`config.mk`:
```
export PLATFORM = sky130hd
export DESIGN_NAME = patch_row_reducer
export DESIGN_NICKNAME = d
export VERILOG_FILES = /design/src/verilog/patch_pkg.sv /design/src/verilog/match_if.sv /design/src/verilog/lane_fifo.sv /design/src/verilog/patch_counter.sv /design/src/verilog/patch_row_reducer.sv /design/src/verilog/row_match_fsm.sv /design/src/verilog/weighted_accumulator.sv
export SDC_FILE = /design/constraint.sdc
export NUM_CORES = 1
export LEC_CHECK = 0
export ABC_CLOCK_PERIOD_IN_PS = 11400
export CAP_MARGIN = 20
export CORE_MARGIN = 2
export CORE_UTILIZATION = 40
export DETAILED_ROUTE_END_ITERATION = 10
export DONT_BUFFER_PORTS = 1
export SLEW_MARGIN = 20
export SYNTH_ARGS = -nofsm -noshare
export SYNTH_HDL_FRONTEND = slang
export SYNTH_SLANG_ARGS = --single-unit
```
`constraint.sdc`:
```
create_clock -name reset -period 11.4 [get_ports reset]
set_clock_uncertainty 0.05 [all_clocks]
set_input_delay 2.28 -clock reset [delete_from_list [all_inputs] [get_ports reset]]
set_output_delay 2.28 -clock reset [all_outputs]
set_load 0.01 [all_outputs]
```
`src/verilog/patch_pkg.sv`:
```
package patch_pkg;

  // pixel, weight and column widths
  localparam int PIXEL_SIZE  = 12;
  localparam int WEIGHT_SIZE = 16;
  localparam int N_COL_SIZE  = 12;

  // pixels per camera beat
  localparam int N_LANES = 4;

  typedef logic [PIXEL_SIZE-1:0]  pixel_t;
  typedef logic [WEIGHT_SIZE-1:0] weight_t;
  typedef logic [N_COL_SIZE-1:0]  col_t;

  // camera-side matcher
  typedef enum logic [1:0] {
    CL_UNINITIALIZED,
    CL_WAIT,     // armed, looking for the start column
    CL_MATCHED,  // inside the patch
    CL_DONE
  } match_state_t;

  // reduction side
  typedef enum logic [1:0] {
    CONFIG_WAIT,
    DATA_WAIT,
    SUM_RDY
  } sum_state_t;

endpackage

```
`src/verilog/match_if.sv`:
```
interface match_if
  import patch_pkg::*;
();

  logic                       wr_en;       // one beat per high cycle
  logic [N_LANES-1:0]         lane_valid;
  pixel_t [N_LANES-1:0]       lane_pixel;  // lane 0 is the leftmost column
  logic                       full;

  modport src (
    output wr_en,
    output lane_valid,
    output lane_pixel,
    input  full
  );

  modport dst (
    input  wr_en,
    input  lane_valid,
    input  lane_pixel,
    output full
  );

endinterface

```
`src/verilog/lane_fifo.sv`:
```
module lane_fifo
  import patch_pkg::*;
#(
  parameter int FIFO_DEPTH = 4
) (
  input  logic   reset,
  input  logic   cl_clk,
  match_if.dst   mq,
  output logic   pix_strobe,
  output logic   pix_valid,
  output pixel_t pix
);

  localparam int PTR_W  = (FIFO_DEPTH > 1) ? $clog2(FIFO_DEPTH) : 1;
  localparam int CNT_W  = $clog2(FIFO_DEPTH + 1);
  localparam int LANE_W = $clog2(N_LANES);

  logic [N_LANES-1:0]   mem_valid [FIFO_DEPTH];
  pixel_t [N_LANES-1:0] mem_pix   [FIFO_DEPTH];
  logic [PTR_W-1:0]     wr_ptr;
  logic [PTR_W-1:0]     rd_ptr;
  logic [CNT_W-1:0]     count;
  logic [LANE_W-1:0]    lane_idx;  // lane of the head beat sent next
  logic                 empty;
  logic                 push;
  logic                 pop;

  function automatic logic [PTR_W-1:0] next_ptr(input logic [PTR_W-1:0] p);
    return (p == PTR_W'(FIFO_DEPTH - 1)) ? '0 : p + 1'b1;
  endfunction

  assign empty   = (count == '0);
  assign mq.full = (count == CNT_W'(FIFO_DEPTH));
  assign push    = mq.wr_en && !mq.full;
  assign pop     = !empty && (lane_idx == LANE_W'(N_LANES - 1));  // head done after lane 3

  always_ff @(posedge reset or posedge cl_clk) begin
    if (cl_clk) begin
      wr_ptr     <= '0;
      rd_ptr     <= '0;
      count      <= '0;
      lane_idx   <= '0;
      pix_strobe <= 1'b0;
      pix_valid  <= 1'b0;
    end else begin
      if (push) begin
        wr_ptr <= next_ptr(wr_ptr);
      end
      if (pop) begin
        rd_ptr <= next_ptr(rd_ptr);
      end
      count <= count + CNT_W'(push) - CNT_W'(pop);
      if (!empty) begin
        lane_idx <= pop ? '0 : lane_idx + 1'b1;
      end
      pix_strobe <= !empty;  // every lane takes a cycle, valid or not
      pix_valid  <= !empty && mem_valid[rd_ptr][lane_idx];
    end
  end

  always_ff @(posedge reset) begin
    if (push) begin
      mem_valid[wr_ptr] <= mq.lane_valid;
      mem_pix[wr_ptr]   <= mq.lane_pixel;
    end
    if (!empty) begin
      pix <= mem_pix[rd_ptr][lane_idx];
    end
  end

  // no back-pressure to the camera, so the beat rate must keep this true
  a_no_overflow: assert property (@(posedge reset) disable iff (cl_clk)
    mq.wr_en |-> !mq.full)
    else $error("lane_fifo: beat written while full");

endmodule

```
`src/verilog/patch_counter.sv`:
```
module patch_counter #(
  parameter int PATCH_SIZE = 6
) (
  input  logic                            reset,
  input  logic                            cl_clk,
  input  logic                            load,
  input  logic [2:0]                      dec,
  output logic [$clog2(PATCH_SIZE+1)-1:0] remaining
);

  localparam int CNT_W = $clog2(PATCH_SIZE + 1);

  logic [CNT_W:0] dec_ext;  // one bit wider so a large dec still compares right

  assign dec_ext = (CNT_W + 1)'(dec);

  always_ff @(posedge reset or posedge cl_clk) begin
    if (cl_clk) begin
      remaining <= '0;
    end else if (load) begin
      remaining <= CNT_W'(PATCH_SIZE);
    end else if (dec_ext >= {1'b0, remaining}) begin
      remaining <= '0;  // saturate
    end else begin
      remaining <= remaining - CNT_W'(dec);
    end
  end

endmodule

```
`src/verilog/patch_row_reducer.sv`:
```
module patch_row_reducer
  import patch_pkg::*;
#(
  parameter int PATCH_SIZE     = 6,
  parameter int APP_DATA_WIDTH = 256,
  parameter int FIFO_DEPTH     = 4
) (
  input  logic                                                reset,
  input  logic                                                cl_clk,
  input  logic                                                init,
  input  logic [APP_DATA_WIDTH-1:0]                           config_data,
  input  logic                                                sum_ack,
  input  logic                                                pixel012_valid,
  input  logic                                                pixel3_valid,
  input  col_t                                                r_col,
  input  logic [47:0]                                         pixel_top,
  input  logic [47:0]                                         pixel_btm,
  output logic                                                sum_rdy,
  output logic [$clog2(PATCH_SIZE)+PIXEL_SIZE+WEIGHT_SIZE-1:0] sum
);

  localparam int CNT_W = $clog2(PATCH_SIZE + 1);

  col_t             start_col;
  logic             b_top;
  logic             cfg_load;
  logic             load;
  logic [2:0]       dec;
  logic [CNT_W-1:0] remaining;
  logic             pix_strobe;
  logic             pix_valid;
  pixel_t           pix;

  match_if mq ();

  row_match_fsm #(.PATCH_SIZE(PATCH_SIZE)) u_match (
    .reset, .cl_clk, .cfg_load, .start_col, .b_top,
    .pixel012_valid, .pixel3_valid, .r_col, .pixel_top, .pixel_btm,
    .remaining, .load, .dec, .mq(mq)
  );

  patch_counter #(.PATCH_SIZE(PATCH_SIZE)) u_count (
    .reset, .cl_clk, .load, .dec, .remaining
  );

  lane_fifo #(.FIFO_DEPTH(FIFO_DEPTH)) u_fifo (
    .reset, .cl_clk, .mq(mq), .pix_strobe, .pix_valid, .pix
  );

  weighted_accumulator #(
    .PATCH_SIZE(PATCH_SIZE),
    .APP_DATA_WIDTH(APP_DATA_WIDTH)
  ) u_acc (
    .reset, .cl_clk, .init, .config_data, .sum_ack,
    .pix_strobe, .pix_valid, .pix,
    .start_col, .b_top, .cfg_load, .sum_rdy, .sum
  );

endmodule

```
`src/verilog/row_match_fsm.sv`:
```
module row_match_fsm
  import patch_pkg::*;
#(
  parameter int PATCH_SIZE = 6
) (
  input  logic                            reset,
  input  logic                            cl_clk,
  input  logic                            cfg_load,
  input  col_t                            start_col,
  input  logic                            b_top,
  input  logic                            pixel012_valid,
  input  logic                            pixel3_valid,
  input  col_t                            r_col,
  input  logic [47:0]                     pixel_top,
  input  logic [47:0]                     pixel_btm,
  input  logic [$clog2(PATCH_SIZE+1)-1:0] remaining,
  output logic                            load,
  output logic [2:0]                      dec,
  match_if.src                            mq
);

  match_state_t       state;
  logic               beat;
  logic               matching;
  logic               writing;
  col_t               diff;
  logic [47:0]        row;
  logic [N_LANES-1:0] lane_raw;
  logic [N_LANES-1:0] lane_ok;
  logic [2:0]         taken;

  assign beat     = pixel012_valid | pixel3_valid;
  assign matching = (state == CL_WAIT) && beat && (r_col >= start_col);
  assign writing  = matching || ((state == CL_MATCHED) && beat);
  assign diff     = r_col - start_col;
  assign row      = b_top ? pixel_top : pixel_btm;

  // lane flags, then trimmed to the pixels still owed to the patch
  always_comb begin
    int back;
    back  = 0;
    taken = 3'd0;
    for (int i = 0; i < N_LANES; i++) begin
      back = (pixel3_valid ? N_LANES - 1 : N_LANES - 2) - i;  // columns left of r_col
      lane_raw[i] = writing && ((i < N_LANES - 1) || pixel3_valid)
                    && ((state == CL_MATCHED) || (diff >= col_t'(back)));
    end
    for (int i = 0; i < N_LANES; i++) begin
      lane_ok[i] = lane_raw[i] && (taken < remaining);
      taken      = taken + 3'(lane_ok[i]);
    end
  end

  always_comb begin
    for (int i = 0; i < N_LANES; i++) begin
      mq.lane_pixel[i] = row[(N_LANES-1-i)*PIXEL_SIZE +: PIXEL_SIZE];
    end
  end

  assign mq.wr_en      = writing;
  assign mq.lane_valid = lane_ok;
  assign dec           = taken;
  assign load          = cfg_load;  // counter restarts with the new config

  always_ff @(posedge reset or posedge cl_clk) begin
    if (cl_clk) begin
      state <= CL_UNINITIALIZED;
    end else if (cfg_load) begin
      state <= CL_WAIT;
    end else begin
      case (state)
        CL_WAIT: begin
          if (matching) begin
            state <= (taken >= remaining) ? CL_DONE : CL_MATCHED;
          end
        end
        CL_MATCHED: begin
          if (writing && (taken >= remaining)) begin
            state <= CL_DONE;
          end
        end
        default: begin
          state <= state;  // held until the next cfg_load
        end
      endcase
    end
  end

  // the counter never goes negative inside a patch
  a_dec_in_range: assert property (@(posedge reset) disable iff (cl_clk)
    (state == CL_MATCHED) |-> (dec <= remaining))
    else $error("row_match_fsm: dec %0d over remaining %0d", dec, remaining);

endmodule

```
`src/verilog/weighted_accumulator.sv`:
```
module weighted_accumulator
  import patch_pkg::*;
#(
  parameter int PATCH_SIZE     = 6,
  parameter int APP_DATA_WIDTH = 256
) (
  input  logic                                                reset,
  input  logic                                                cl_clk,
  input  logic                                                init,
  input  logic [APP_DATA_WIDTH-1:0]                           config_data,
  input  logic                                                sum_ack,
  input  logic                                                pix_strobe,
  input  logic                                                pix_valid,
  input  pixel_t                                              pix,
  output col_t                                                start_col,
  output logic                                                b_top,
  output logic                                                cfg_load,
  output logic                                                sum_rdy,
  output logic [$clog2(PATCH_SIZE)+PIXEL_SIZE+WEIGHT_SIZE-1:0] sum
);

  localparam int SUM_W     = $clog2(PATCH_SIZE) + PIXEL_SIZE + WEIGHT_SIZE;
  localparam int PAIR_W    = PIXEL_SIZE + WEIGHT_SIZE;  // weight low, dark high
  localparam int PAIR_BASE = 1 + N_COL_SIZE;
  localparam int IDX_W     = (PATCH_SIZE > 1) ? $clog2(PATCH_SIZE) : 1;

  sum_state_t                      state;
  pixel_t                          dark   [PATCH_SIZE];
  weight_t                         weight [PATCH_SIZE];
  logic [IDX_W-1:0]                k;  // pixels received so far
  pixel_t                          dark_sub;
  logic [PIXEL_SIZE+WEIGHT_SIZE-1:0] product;
  logic                            take_cfg;
  logic                            take_pix;

  assign take_cfg = (state == CONFIG_WAIT) && init;
  assign take_pix = (state == DATA_WAIT) && pix_strobe && pix_valid;
  assign dark_sub = pix - dark[k];  // wraps modulo 4096
  assign product  = dark_sub * weight[k];
  assign sum_rdy  = (state == SUM_RDY);

  always_ff @(posedge reset or posedge cl_clk) begin
    if (cl_clk) begin
      state    <= CONFIG_WAIT;
      cfg_load <= 1'b0;
      k        <= '0;
    end else begin
      cfg_load <= take_cfg;  // one cycle, lined up with DATA_WAIT entry
      case (state)
        CONFIG_WAIT: begin
          if (take_cfg) begin
            k     <= '0;
            state <= DATA_WAIT;
          end
        end
        DATA_WAIT: begin
          if (take_pix) begin
            if (k == IDX_W'(PATCH_SIZE - 1)) begin
              k     <= '0;  // keeps the weight index in range
              state <= SUM_RDY;
            end else begin
              k <= k + 1'b1;
            end
          end
        end
        SUM_RDY: begin
          if (sum_ack) begin
            state <= CONFIG_WAIT;
          end
        end
        default: begin
          state <= CONFIG_WAIT;
        end
      endcase
    end
  end

  // config unpack and the running sum
  always_ff @(posedge reset) begin
    if (take_cfg) begin
      b_top     <= config_data[0];
      start_col <= config_data[N_COL_SIZE:1];
      for (int c = 0; c < PATCH_SIZE; c++) begin
        weight[c] <= config_data[PAIR_BASE + c*PAIR_W +: WEIGHT_SIZE];
        dark[c]   <= config_data[PAIR_BASE + c*PAIR_W + WEIGHT_SIZE +: PIXEL_SIZE];
      end
      sum <= '0;
    end else if (take_pix) begin
      sum <= sum + SUM_W'(product);
    end
  end

  // the matcher sends exactly PATCH_SIZE valid lanes per config
  a_pix_in_window: assert property (@(posedge reset) disable iff (cl_clk)
    (pix_strobe && pix_valid) |-> (state == DATA_WAIT))
    else $error("weighted_accumulator: valid pixel in state %s", state.name());

endmodule
```
==> results of run 1 <==
[per-layer routing]
metal | vias up | track usage | wire length [um]
li1 | 6814 | - | -
met1 | 7621 | 0.224 | 24400
met2 | 382 | 0.325 | 31400
met3 | 93 | 0.0330 | 2930
met4 | 2 | 0.0489 | 1390
met5 | - | 0 | 13
[how the worst min path moves through the flow]
| stage | end | cells past startpoint | startpoint |
|---|---|---|---|
| 6_report | u_match.state[1]$_DFFE_PP0P_ | 1 | u_acc.cfg_load$_DFF_PP0_ |
| 5_1_grt | u_match.state[1]$_DFFE_PP0P_ | 1 | u_acc.cfg_load$_DFF_PP0_ |
| 4_1_cts | u_match.state[1]$_DFFE_PP0P_ | 1 | u_acc.cfg_load$_DFF_PP0_ |
| 3_5_place_dp | u_match.state[1]$_DFFE_PP0P_ | 1 | u_acc.cfg_load$_DFF_PP0_ |
| 3_3_place_gp | u_acc.state[0]$_DFFE_PP0P_ | 1 | u_acc.state[1]$_DFFE_PP0P_ |
| 2_1_floorplan | u_match.state[1]$_DFFE_PP0P_ | 1 | u_acc.cfg_load$_DFF_PP0_ |
[placed cells by master, fill, tap and decap left out, drive strengths merged, types with 13 or more instances in the layout]
cell type  instances
nor3              17
nand2            159
inv              222
ha               129
edfxtp           401
buf               32
or3               13
xor2              19
dfrtp             22
mux4              93
a21o              24
a21oi             86
clkbuf            60
clkinv            21
fa               173
mux2              53
nand3             16
mux2i             30
nor2b             41
nand2b            28
and2              23
nor2              76
xnor2             17
dfxtp             31
o21ai             54
[state kept, by name, summed over array words and instances, names as in the netlist, 3 cells and up]
name               flops
u_fifo.mem_valid      16
u_acc.k                3
u_fifo.count           3
u_count.remaining      3
u_acc.dark            72
u_acc.weight          96
u_acc.sum             31
u_fifo.mem_pix       192
u_acc.start_col       12
u_fifo.pix            12
[logic make-up after synthesis]
| kind of cell | synth area share |
|---|---|
| mux | 0.114 |
| simple gates | 0.0769 |
| compound gates | 0.0543 |
| flops | 0.505 |
| buf+inv | 0.0434 |
| xor+xnor | 0.0120 |
| fa+ha+maj | 0.194 |
[area by class of cell]
type	count	area [um2]	share of cell area
sequential	454	13200	0.457
multi-input combinational	1159	11900	0.410
clock buffer	60	1310	0.0452
tap	855	1070	0.0369
inverter	221	830	0.0286
clock inverter	32	403	0.0139
timing repair buffer	32	253	0.00873
antenna	2	5.00	0.000173
[worst max-delay path, delay by kind of cell (launching register included)]
kind                     cells  cell delay [ps]
buffers and inverters        4              210
XOR/XNOR                     1              790
AND/OR/NAND/NOR              4              660
AO/OA/AOI/OAI               12             2880
multiplexers                 1              340
flip-flops                   1              890
adder cells (fa/ha/maj)      8             3370
[through the flow]
step / hold WS, ps / util / cells
after floorplan: 400 / - / 1911
after global placement: 442 / 0.422 / 2721
after detailed placement: 450 / 0.422 / 2721
after CTS: 459 / 0.448 / 2813
after global routing: 482 / 0.449 / 2815
final: 449 / 0.449 / 2815
==> metrics.csv, run 1 <==
stage,metric,value,unit
run_status,status,"complete, no violations",
timing,Slew @ Worst Pin,1110,ps
routing,drt first-iter violations,1038,
yosys,asr flop ratio synth,0.0485,
global_routing,total track usage,0.181,
place,IO Port Bufs,0,
yosys,Syn Std Cell Area,26200,um2
timing,Final min period,9400,ps
yosys,"top cells by area, synth","edfxtp_1, fa_1, mux4_2",
critical_path,Worst EP required,11840,ps
timing,final hold vios,0,
die,initial core utilization,0.405,
critical_path,RR Startpoint,u_acc.k[1]$_DFFE_PP0P_,
yosys,Yosys cell types,65,
die,Ports,402,
yosys,ys flop type,edfxtp_1,
critical_path,reg2reg end,u_acc.sum[27]$_SDFFE_PP0P_,
cells_and_area,nets,2591,
timing,setup_tns,0,ps
yosys,Avg Synthesized Cell Area,13.7,um2
min_path,Worst Hold Class,reg2reg,
critical_path,critical path's most frequent cell,fa_1,
timing,setup violators final,0,
yosys,Synth Register Bits,454,
place,dpl hpwl,43500,um
timing,RSZ-0062 raised after global routing,no,
die,die area,67500,um2
yosys,Syn. warnings,0,
routing,vias,14900,
timing,"Slew Viols, Final",0,
routing,Vias per Instance,5.30,
clock_tree,H-tree Lvls,2,
die,Core Rows,93,
cells_and_area,share of layout cells above drive strength 1,0.147,
global_routing,first-pass GRT wire length,93100,um
clock_tree,"Reg clk slew, reported paths",60,ps
timing,Fmax achieved,106,MHz
yosys,share of the synthesized area in the top cell type,0.460,
yosys,syn_nets,2583,
yosys,"count leader, synth",edfxtp_1,
place,gp weighted congestion,0.845,
die,chip height,260,um
global_routing,total grt overflow,0,
routing,Wirelength per Cell,21.4,um
clock_tree,cts repair resizes,0,
critical_path,Setup crit end kind,flip-flop,
routing,Total Wirelength,60100,um
critical_path,crit path DAT,9840,ps
timing,fin crit share,0.825,
clock_tree,CTS Buf Count,51,
clock_tree,clk buf depth,3,
cells_and_area,Final Instance Area,29000,um2
clock_tree,setup repair bufs after CTS,0,
clock_tree,clock sinks,454,
die,core area,64600,um2
yosys,largest area contributor in the netlist,edfxtp_1,
critical_path,"Largest stage delay, worst path",890,ps
yosys,Post-synth top cells,"edfxtp_1, inv_1, fa_1, nand2_1, ha_1",
critical_path,R2R Setup Slk,2000,ps
global_routing,initial antenna violation count,3,
place,"worst slack, placed",1790,ps
critical_path,R2R cell count,30,
critical_path,CP Launch Type,flip-flop,
timing,Setup WS post-layout,2000,ps
flow_run,Max Cap Viol,0,
clock_tree,CTS tree,done,
cells_and_area,Area Growth Syn to Fin,10.7,%
clock_tree,clock latency on the worst-skew pair,620,ps
critical_path,CP max-delay cell,dfrtp_2,
clock_tree,CTS Root Cell,clkbuf_16,
global_routing,number of global-route vias before repair,16000,
routing,Pre-antenna DRT Iters,5,
yosys,Post-synth EDFFs,401,
critical_path,crit path to,u_acc.sum[27]$_SDFFE_PP0P_,
critical_path,Critical Path Start,u_acc.k[1]$_DFFE_PP0P_,
routing,post-route ant nets,0,
clock_tree,"Hold-fix buffers, CTS",0,
yosys,register area share after synthesis,0.505,
global_routing,largest net degree at the start of global routing,170,
routing,DR DRC count,0,
cells_and_area,fillcell total,5799,
yosys,Syn Inst Count,1911,
critical_path,CP Max Fanout,23,
die,chip width,260,um
timing,Slew HR,0.261,
place,"Cell Area, Placed",27200,um2
critical_path,Setup Crit Path Kind,reg2reg,
Power of run 1 is not shown: default switching activity piles up to over one toggle a cycle in this logic, so the estimate is an artifact.
==> inputs of run 2 (changes only) <==
- ABC_CLOCK_PERIOD_IN_PS: 11400 -> 8000
- clock period: 11.4 -> 8 ns (I/O delays scaled with it)
==> run 2 against run 1 <==
- register-to-register slack got worse by 1900 ps
- design area grew 4.3%
- final cell count is 4.1% higher
- via count up 3.5%
- wire length is 3.0% higher
- hold slack gained 5.9 ps
- first-iteration DRC count shrank 3.0%
- count of clock-buffer cells in the layout fell by 2
- highest routed layer is now met4
==> metrics.csv, run 2 (same netlist as run 1, synthesis figures left out) <==
stage,metric,value,unit,change
cells_and_area,Largest Register,u_fifo.mem_pix,,
routing,Vias per Instance,5.27,,-0.54%
run_status,status,"complete, no violations",,
critical_path,Worst EP required,8430,ps,-3410 ps
critical_path,RR Startpoint,u_acc.k[0]$_DFFE_PP0P_,,
critical_path,crit path DAT,8280,ps,-1560 ps
die,Ports,402,,unchanged
critical_path,R2R Setup Slk,150,ps,-1850 ps
timing,Setup WS post-layout,146,ps,-1850 ps
place,"Cell Area, Placed",28000,um2,+2.9%
place,dpl hpwl,44700,um,+2.8%
min_path,Worst Hold Class,reg2reg,,
clock_tree,"Reg clk slew, reported paths",70,ps,about the same
timing,"Slew Viols, Final",0,,unchanged
die,Core Rows,93,,unchanged
critical_path,crit path to,u_acc.sum[29]$_SDFFE_PP0P_,,
cells_and_area,"commonest cells after routing, fill and taps aside","edfxtp_1, inv_1, fa_1",,
die,chip height,260,um,unchanged
timing,fin crit share,0.982,,+0.157
clock_tree,CTS Root Cell,clkbuf_16,,
cells_and_area,Multi-input gate area,12200,um2,+2.7%
routing,drt first-iter violations,1007,,-3.0%
global_routing,first-pass GRT wire length,95300,um,+2.4%
place,gp weighted congestion,0.859,,+1.7%
clock_tree,clk buf depth,3,,unchanged
clock_tree,H-tree Lvls,2,,unchanged
cells_and_area,max reg flops,192,,unchanged
critical_path,"Largest stage delay, worst path",620,ps,-270 ps
cells_and_area,Area Growth Syn to Fin,15.5,%,
clock_tree,CTS Buf Count,50,,-2.0%
die,die area,67500,um2,unchanged
timing,final hold vios,0,,unchanged
timing,Final min period,7850,ps,-1550 ps
timing,Fmax achieved,127,MHz,+20%
routing,Total Wirelength,61900,um,+3.0%
global_routing,largest net degree at the start of global routing,206,,+21%
place,"worst slack, placed",-520,ps,-2310 ps
cells_and_area,fin cells,2930,,+4.1%
routing,DR DRC count,0,,unchanged
clock_tree,CTS tree,done,,
flow_run,Max Cap Viol,0,,unchanged
global_routing,total track usage,0.184,,+0.00327
critical_path,CP max-delay cell,fa_2,,
cells_and_area,Largest regs,"u_fifo.mem_pix: 192 flops, u_acc.weight: 96 flops, u_acc.dark: 72 flops",,
cells_and_area,sequential standard cell area,13200,um2,unchanged
timing,Slew HR,0.274,,+0.0133
place,DP Cell Count,2821,,+3.7%
timing,Slew @ Worst Pin,1090,ps,-19.9 ps
clock_tree,clock latency on the worst-skew pair,610,ps,about the same
critical_path,Critical Path Start,u_acc.k[0]$_DFFE_PP0P_,,
routing,Wirelength per Cell,21.1,um,-1.0%
timing,RSZ-0062 raised after global routing,yes,,
critical_path,R2R cell count,30,,unchanged
cells_and_area,share of layout cells above drive strength 1,0.221,,+0.0745
critical_path,CP Launch Type,flip-flop,,
global_routing,initial antenna violation count,3,,unchanged
global_routing,total grt overflow,0,,unchanged
die,initial core utilization,0.405,,unchanged
cells_and_area,nets,2702,,+4.3%
critical_path,Setup Crit Path Kind,reg2reg,,
place,IO Port Bufs,0,,unchanged
global_routing,number of global-route vias before repair,16800,,+5.2%
cells_and_area,"most common cell after layout, fill and taps aside",edfxtp_1,,
critical_path,reg2reg end,u_acc.sum[29]$_SDFFE_PP0P_,,
clock_tree,clock sinks,454,,unchanged
critical_path,CP Max Fanout,5,,-78%
die,chip width,260,um,unchanged
die,core area,64600,um2,unchanged
routing,Pre-antenna DRT Iters,5,,unchanged
timing,setup violators final,0,,unchanged
cells_and_area,fillcell total,5750,,-0.84%
routing,post-route ant nets,0,,unchanged
critical_path,Setup crit end kind,flip-flop,,
routing,vias,15400,,+3.5%
cells_and_area,Final Instance Area,30200,um2,+4.3%
run 2: cell count changes in the layout (fill, tap and decap cells not counted), moves of 7 or more:
cell | previous run | this run
a21oi_2 | 1 | 11
o21ai_2 | 0 | 7
buf_6 | 0 | 7
buf_4 | 31 | 129
o21ai_0 | 50 | 38
a21oi_1 | 84 | 72
run 2: worst max-delay path: cells and delay by family (launching register included):
| family | cells | cell delay, ps |
|---|---|---|
| muxes | 1 | 440 |
| AOI/OAI and AO/OA | 7 | 1080 |
| and+or+nand+nor | 7 | 1530 |
| buffers and inverters | 7 | 830 |
| DFF | 1 | 560 |
| adders and majority gates | 7 | 3060 |
| xor gates and xnor gates | 1 | 160 |
run 2: final cells by class:
class | instances | share of cell area
flip-flops and latches | 454 | 0.438
multi-input cells | 1159 | 0.404
well taps | 855 | 0.0354
clock inverters | 36 | 0.0138
repair buffers | 144 | 0.0395
inverters | 221 | 0.0275
clock buffers | 58 | 0.0424
diodes | 3 | 0.000248
run 2: worst min-delay path by stage:
stage,from,end,depth (start not counted)
after floorplan,u_acc.cfg_load$_DFF_PP0_,u_match.state[1]$_DFFE_PP0P_,1
after global placement,u_fifo.count[2]$_DFF_PP0_,u_fifo.count[2]$_DFF_PP0_,1
after detailed placement,u_acc.cfg_load$_DFF_PP0_,u_count.remaining[0]$_DFF_PP0_,1
after CTS,u_acc.state[1]$_DFFE_PP0P_,u_acc.state[0]$_DFFE_PP0P_,1
after global routing,u_acc.state[1]$_DFFE_PP0P_,u_acc.state[0]$_DFFE_PP0P_,1
final,u_acc.state[1]$_DFFE_PP0P_,u_acc.state[0]$_DFFE_PP0P_,1
run 2: timing repair:
action	CTS	global route
hold buffers	0	0
setup endpoints to repair	17	19
resized for setup	29	67
buffers inserted	2	9
gates cloned	0	2
pin swaps	13	50
endpoints found under the hold margin	0	0
run 2: stage by stage:
stage                     TNS [ps]  hold slack, ps  utilization
final                            0             454        0.468
after global routing          -405             483        0.468
after CTS                        0             459        0.462
after detailed placement     -5330             450        0.434
after global placement       -4930             445        0.434
after floorplan              -63.9             400            -
run 2: per-layer routing:
| metal | vias up | GRT usage | wire (um) |
|---|---|---|---|
| met1 | 7869 | 0.226 | 24700 |
| met3 | 99 | 0.0295 | 2830 |
| met5 | - | 0 | 0 |
| li1 | 7041 | - | - |
| met2 | 428 | 0.331 | 32500 |
| met4 | 0 | 0.0618 | 1860 |
Power of run 2 is left out for the same reason.
==> inputs of run 3 (changes only) <==
- ABC_AREA: not set -> 0
- CORE_ASPECT_RATIO: not set -> 1.25
- CORE_MARGIN: 2 -> 4
==> run 3 against run 2 <==
- sequential share of layout area is 0.098 points lower
- worst setup slack gained 29 ps
- critical path depth down 3
==> metrics.csv, run 3 (same netlist as run 1, synthesis figures left out) <==
stage,metric,value,unit,change
die,initial core utilization,0.405,,-0.000572
cells_and_area,nets,2727,,+0.93%
global_routing,total track usage,0.182,,-0.00216
place,dpl hpwl,47100,um,+5.4%
global_routing,number of global-route vias before repair,16800,,+0.089%
die,chip height,294,um,+13%
die,die area,69600,um2,+3.1%
clock_tree,clock latency on the worst-skew pair,600,ps,about the same
place,IO Port Bufs,0,,unchanged
timing,Slew HR,0.310,,+0.0353
cells_and_area,"most common cell after layout, fill and taps aside",edfxtp_1,,
clock_tree,CTS Root Cell,clkbuf_16,,
routing,Pre-antenna DRT Iters,5,,unchanged
timing,final hold vios,0,,unchanged
critical_path,CP Max Fanout,4,,-1
critical_path,CP Launch Type,flip-flop,,
clock_tree,clk buf depth,3,,unchanged
routing,drt first-iter violations,798,,-21%
place,gp weighted congestion,0.827,,-3.7%
clock_tree,clock sinks,454,,unchanged
routing,Vias per Instance,5.26,,-0.13%
timing,Final min period,7820,ps,-29.1 ps
critical_path,crit path DAT,8270,ps,about the same
routing,Total Wirelength,64200,um,+3.7%
clock_tree,CTS Buf Count,47,,-6.0%
clock_tree,"Reg clk slew, reported paths",70,ps,about the same
timing,"Slew Viols, Final",0,,unchanged
min_path,worst hold stages,1,,unchanged
critical_path,R2R cell count,27,,-10%
clock_tree,CTS tree,done,,
timing,Fmax achieved,128,MHz,+0.37%
global_routing,largest net degree at the start of global routing,206,,unchanged
min_path,hold_sp,u_acc.cfg_load$_DFF_PP0_,,
cells_and_area,Final Util,0.468,,about the same
die,core area,64700,um2,+0.14%
global_routing,total grt overflow,0,,unchanged
cells_and_area,max reg flops,192,,unchanged
run_status,status,"complete, no violations",,
clock_tree,H-tree Lvls,2,,unchanged
flow_run,Max Cap Viol,0,,unchanged
cells_and_area,Area Growth Syn to Fin,15.7,%,
timing,RSZ-0062 raised after global routing,yes,,
routing,DR DRC count,0,,unchanged
cells_and_area,Largest Register,u_fifo.mem_pix,,
cells_and_area,fillcell total,5666,,-1.5%
critical_path,Worst EP required,8440,ps,about the same
global_routing,initial antenna violation count,5,,+2
critical_path,Setup crit end kind,flip-flop,,
cells_and_area,"commonest cells after routing, fill and taps aside","edfxtp_1, inv_1, fa_1",,
routing,Wirelength per Cell,21.8,um,+3.1%
critical_path,Critical Path Start,u_acc.k[0]$_DFFE_PP0P_,,
timing,setup violators final,0,,unchanged
die,Core Rows,104,,+12%
timing,fin crit share,0.978,,-0.00363
clock_tree,"Hold-fix buffers, CTS",0,,unchanged
routing,post-route ant nets,0,,unchanged
die,Ports,402,,unchanged
cells_and_area,share of layout cells above drive strength 1,0.233,,+0.0121
timing,Slew @ Worst Pin,1040,ps,-52.9 ps
cells_and_area,Largest regs,"u_fifo.mem_pix: 192 flops, u_acc.weight: 96 flops, u_acc.dark: 72 flops",,
critical_path,RR Startpoint,u_acc.k[0]$_DFFE_PP0P_,,
min_path,Worst Hold Class,reg2reg,,
die,chip width,237,um,-8.9%
routing,vias,15500,,+0.45%
global_routing,first-pass GRT wire length,97700,um,+2.5%
critical_path,Setup Crit Path Kind,reg2reg,,
[run 3: final cells by class]
class	instances	area (um2)	area share
Sequential cell	454	13200	0.437
Multi-Input combinational cell	1159	12200	0.403
Timing Repair Buffer	172	1400	0.0463
Clock buffer	55	1210	0.0398
Tap cell	848	1060	0.0350
Inverter	221	830	0.0274
Clock inverter	32	332	0.0109
Antenna cell	6	15.0	0.000496
[run 3: layer usage]
metal,wire [um],up-vias,share of wire,GRT usage
li1,-,7087,-,-
met1,23300,7834,0.36,0.208
met2,35400,464,0.55,0.340
met3,3250,121,0.051,0.0342
met4,2290,0,0.036,0.0672
met5,0,-,0,0
[run 3: path summary, 6_finish.rpt]
kind	endpoint	slack (ps)
max in group asynchronous	u_fifo.rd_ptr[0]$_DFFE_PP0P_	6160
max reg2reg	u_acc.sum[29]$_SDFFE_PP0P_	180
min in group asynchronous	u_count.remaining[0]$_DFF_PP0_	1060
min reg2reg	u_count.remaining[0]$_DFF_PP0_	450
min	u_count.remaining[0]$_DFF_PP0_	450
max	u_acc.sum[29]$_SDFFE_PP0P_	180
[run 3: per-stage QoR]
step | TNS (ps) | cell area, um2 | hold WS [ps] | instances | setup slack (ps)
2_1_floorplan | -63.9 | 26200 | 400 | 1911 | -63.9
3_3_place_gp | -3290 | 28100 | 437 | 2828 | -376
3_5_place_dp | -4120 | 28100 | 449 | 2828 | -401
4_1_cts | -24.3 | 29800 | 441 | 2921 | -24.3
5_1_grt | -622 | 30300 | 464 | 2945 | -103
6_report | 0 | 30300 | 453 | 2947 | 175
[run 3: critical path, stage by stage, from the launching register on]
cell	delay [ps]
dfrtp_4	510
buf_12	150
mux4_2	460
o21ai_4	230
ha_4	160
nor2b_4	130
o21ai_2	80
a21boi_2	160
o211ai_1	140
a21oi_2	230
nor3_4	70
o21a_2	270
a2111o_1	460
fa_1	560
inv_1	50
fa_1	470
fa_1	590
fa_1	430
fa_1	550
ha_4	220
a21o_1	170
a21o_1	170
a21o_1	170
a21o_1	180
a21oi_4	200
o21ai_2	80
or4_1	520
a32o_1	260
[run 3: what timing repair did]
action / in CTS / in global routing
pin swaps: 11 / 74
gates cloned: 0 / 1
buffers inserted: 6 / 19
setup endpoints to repair: 12 / 21
resized for setup: 26 / 76
Power of run 3 is left out for the same reason.
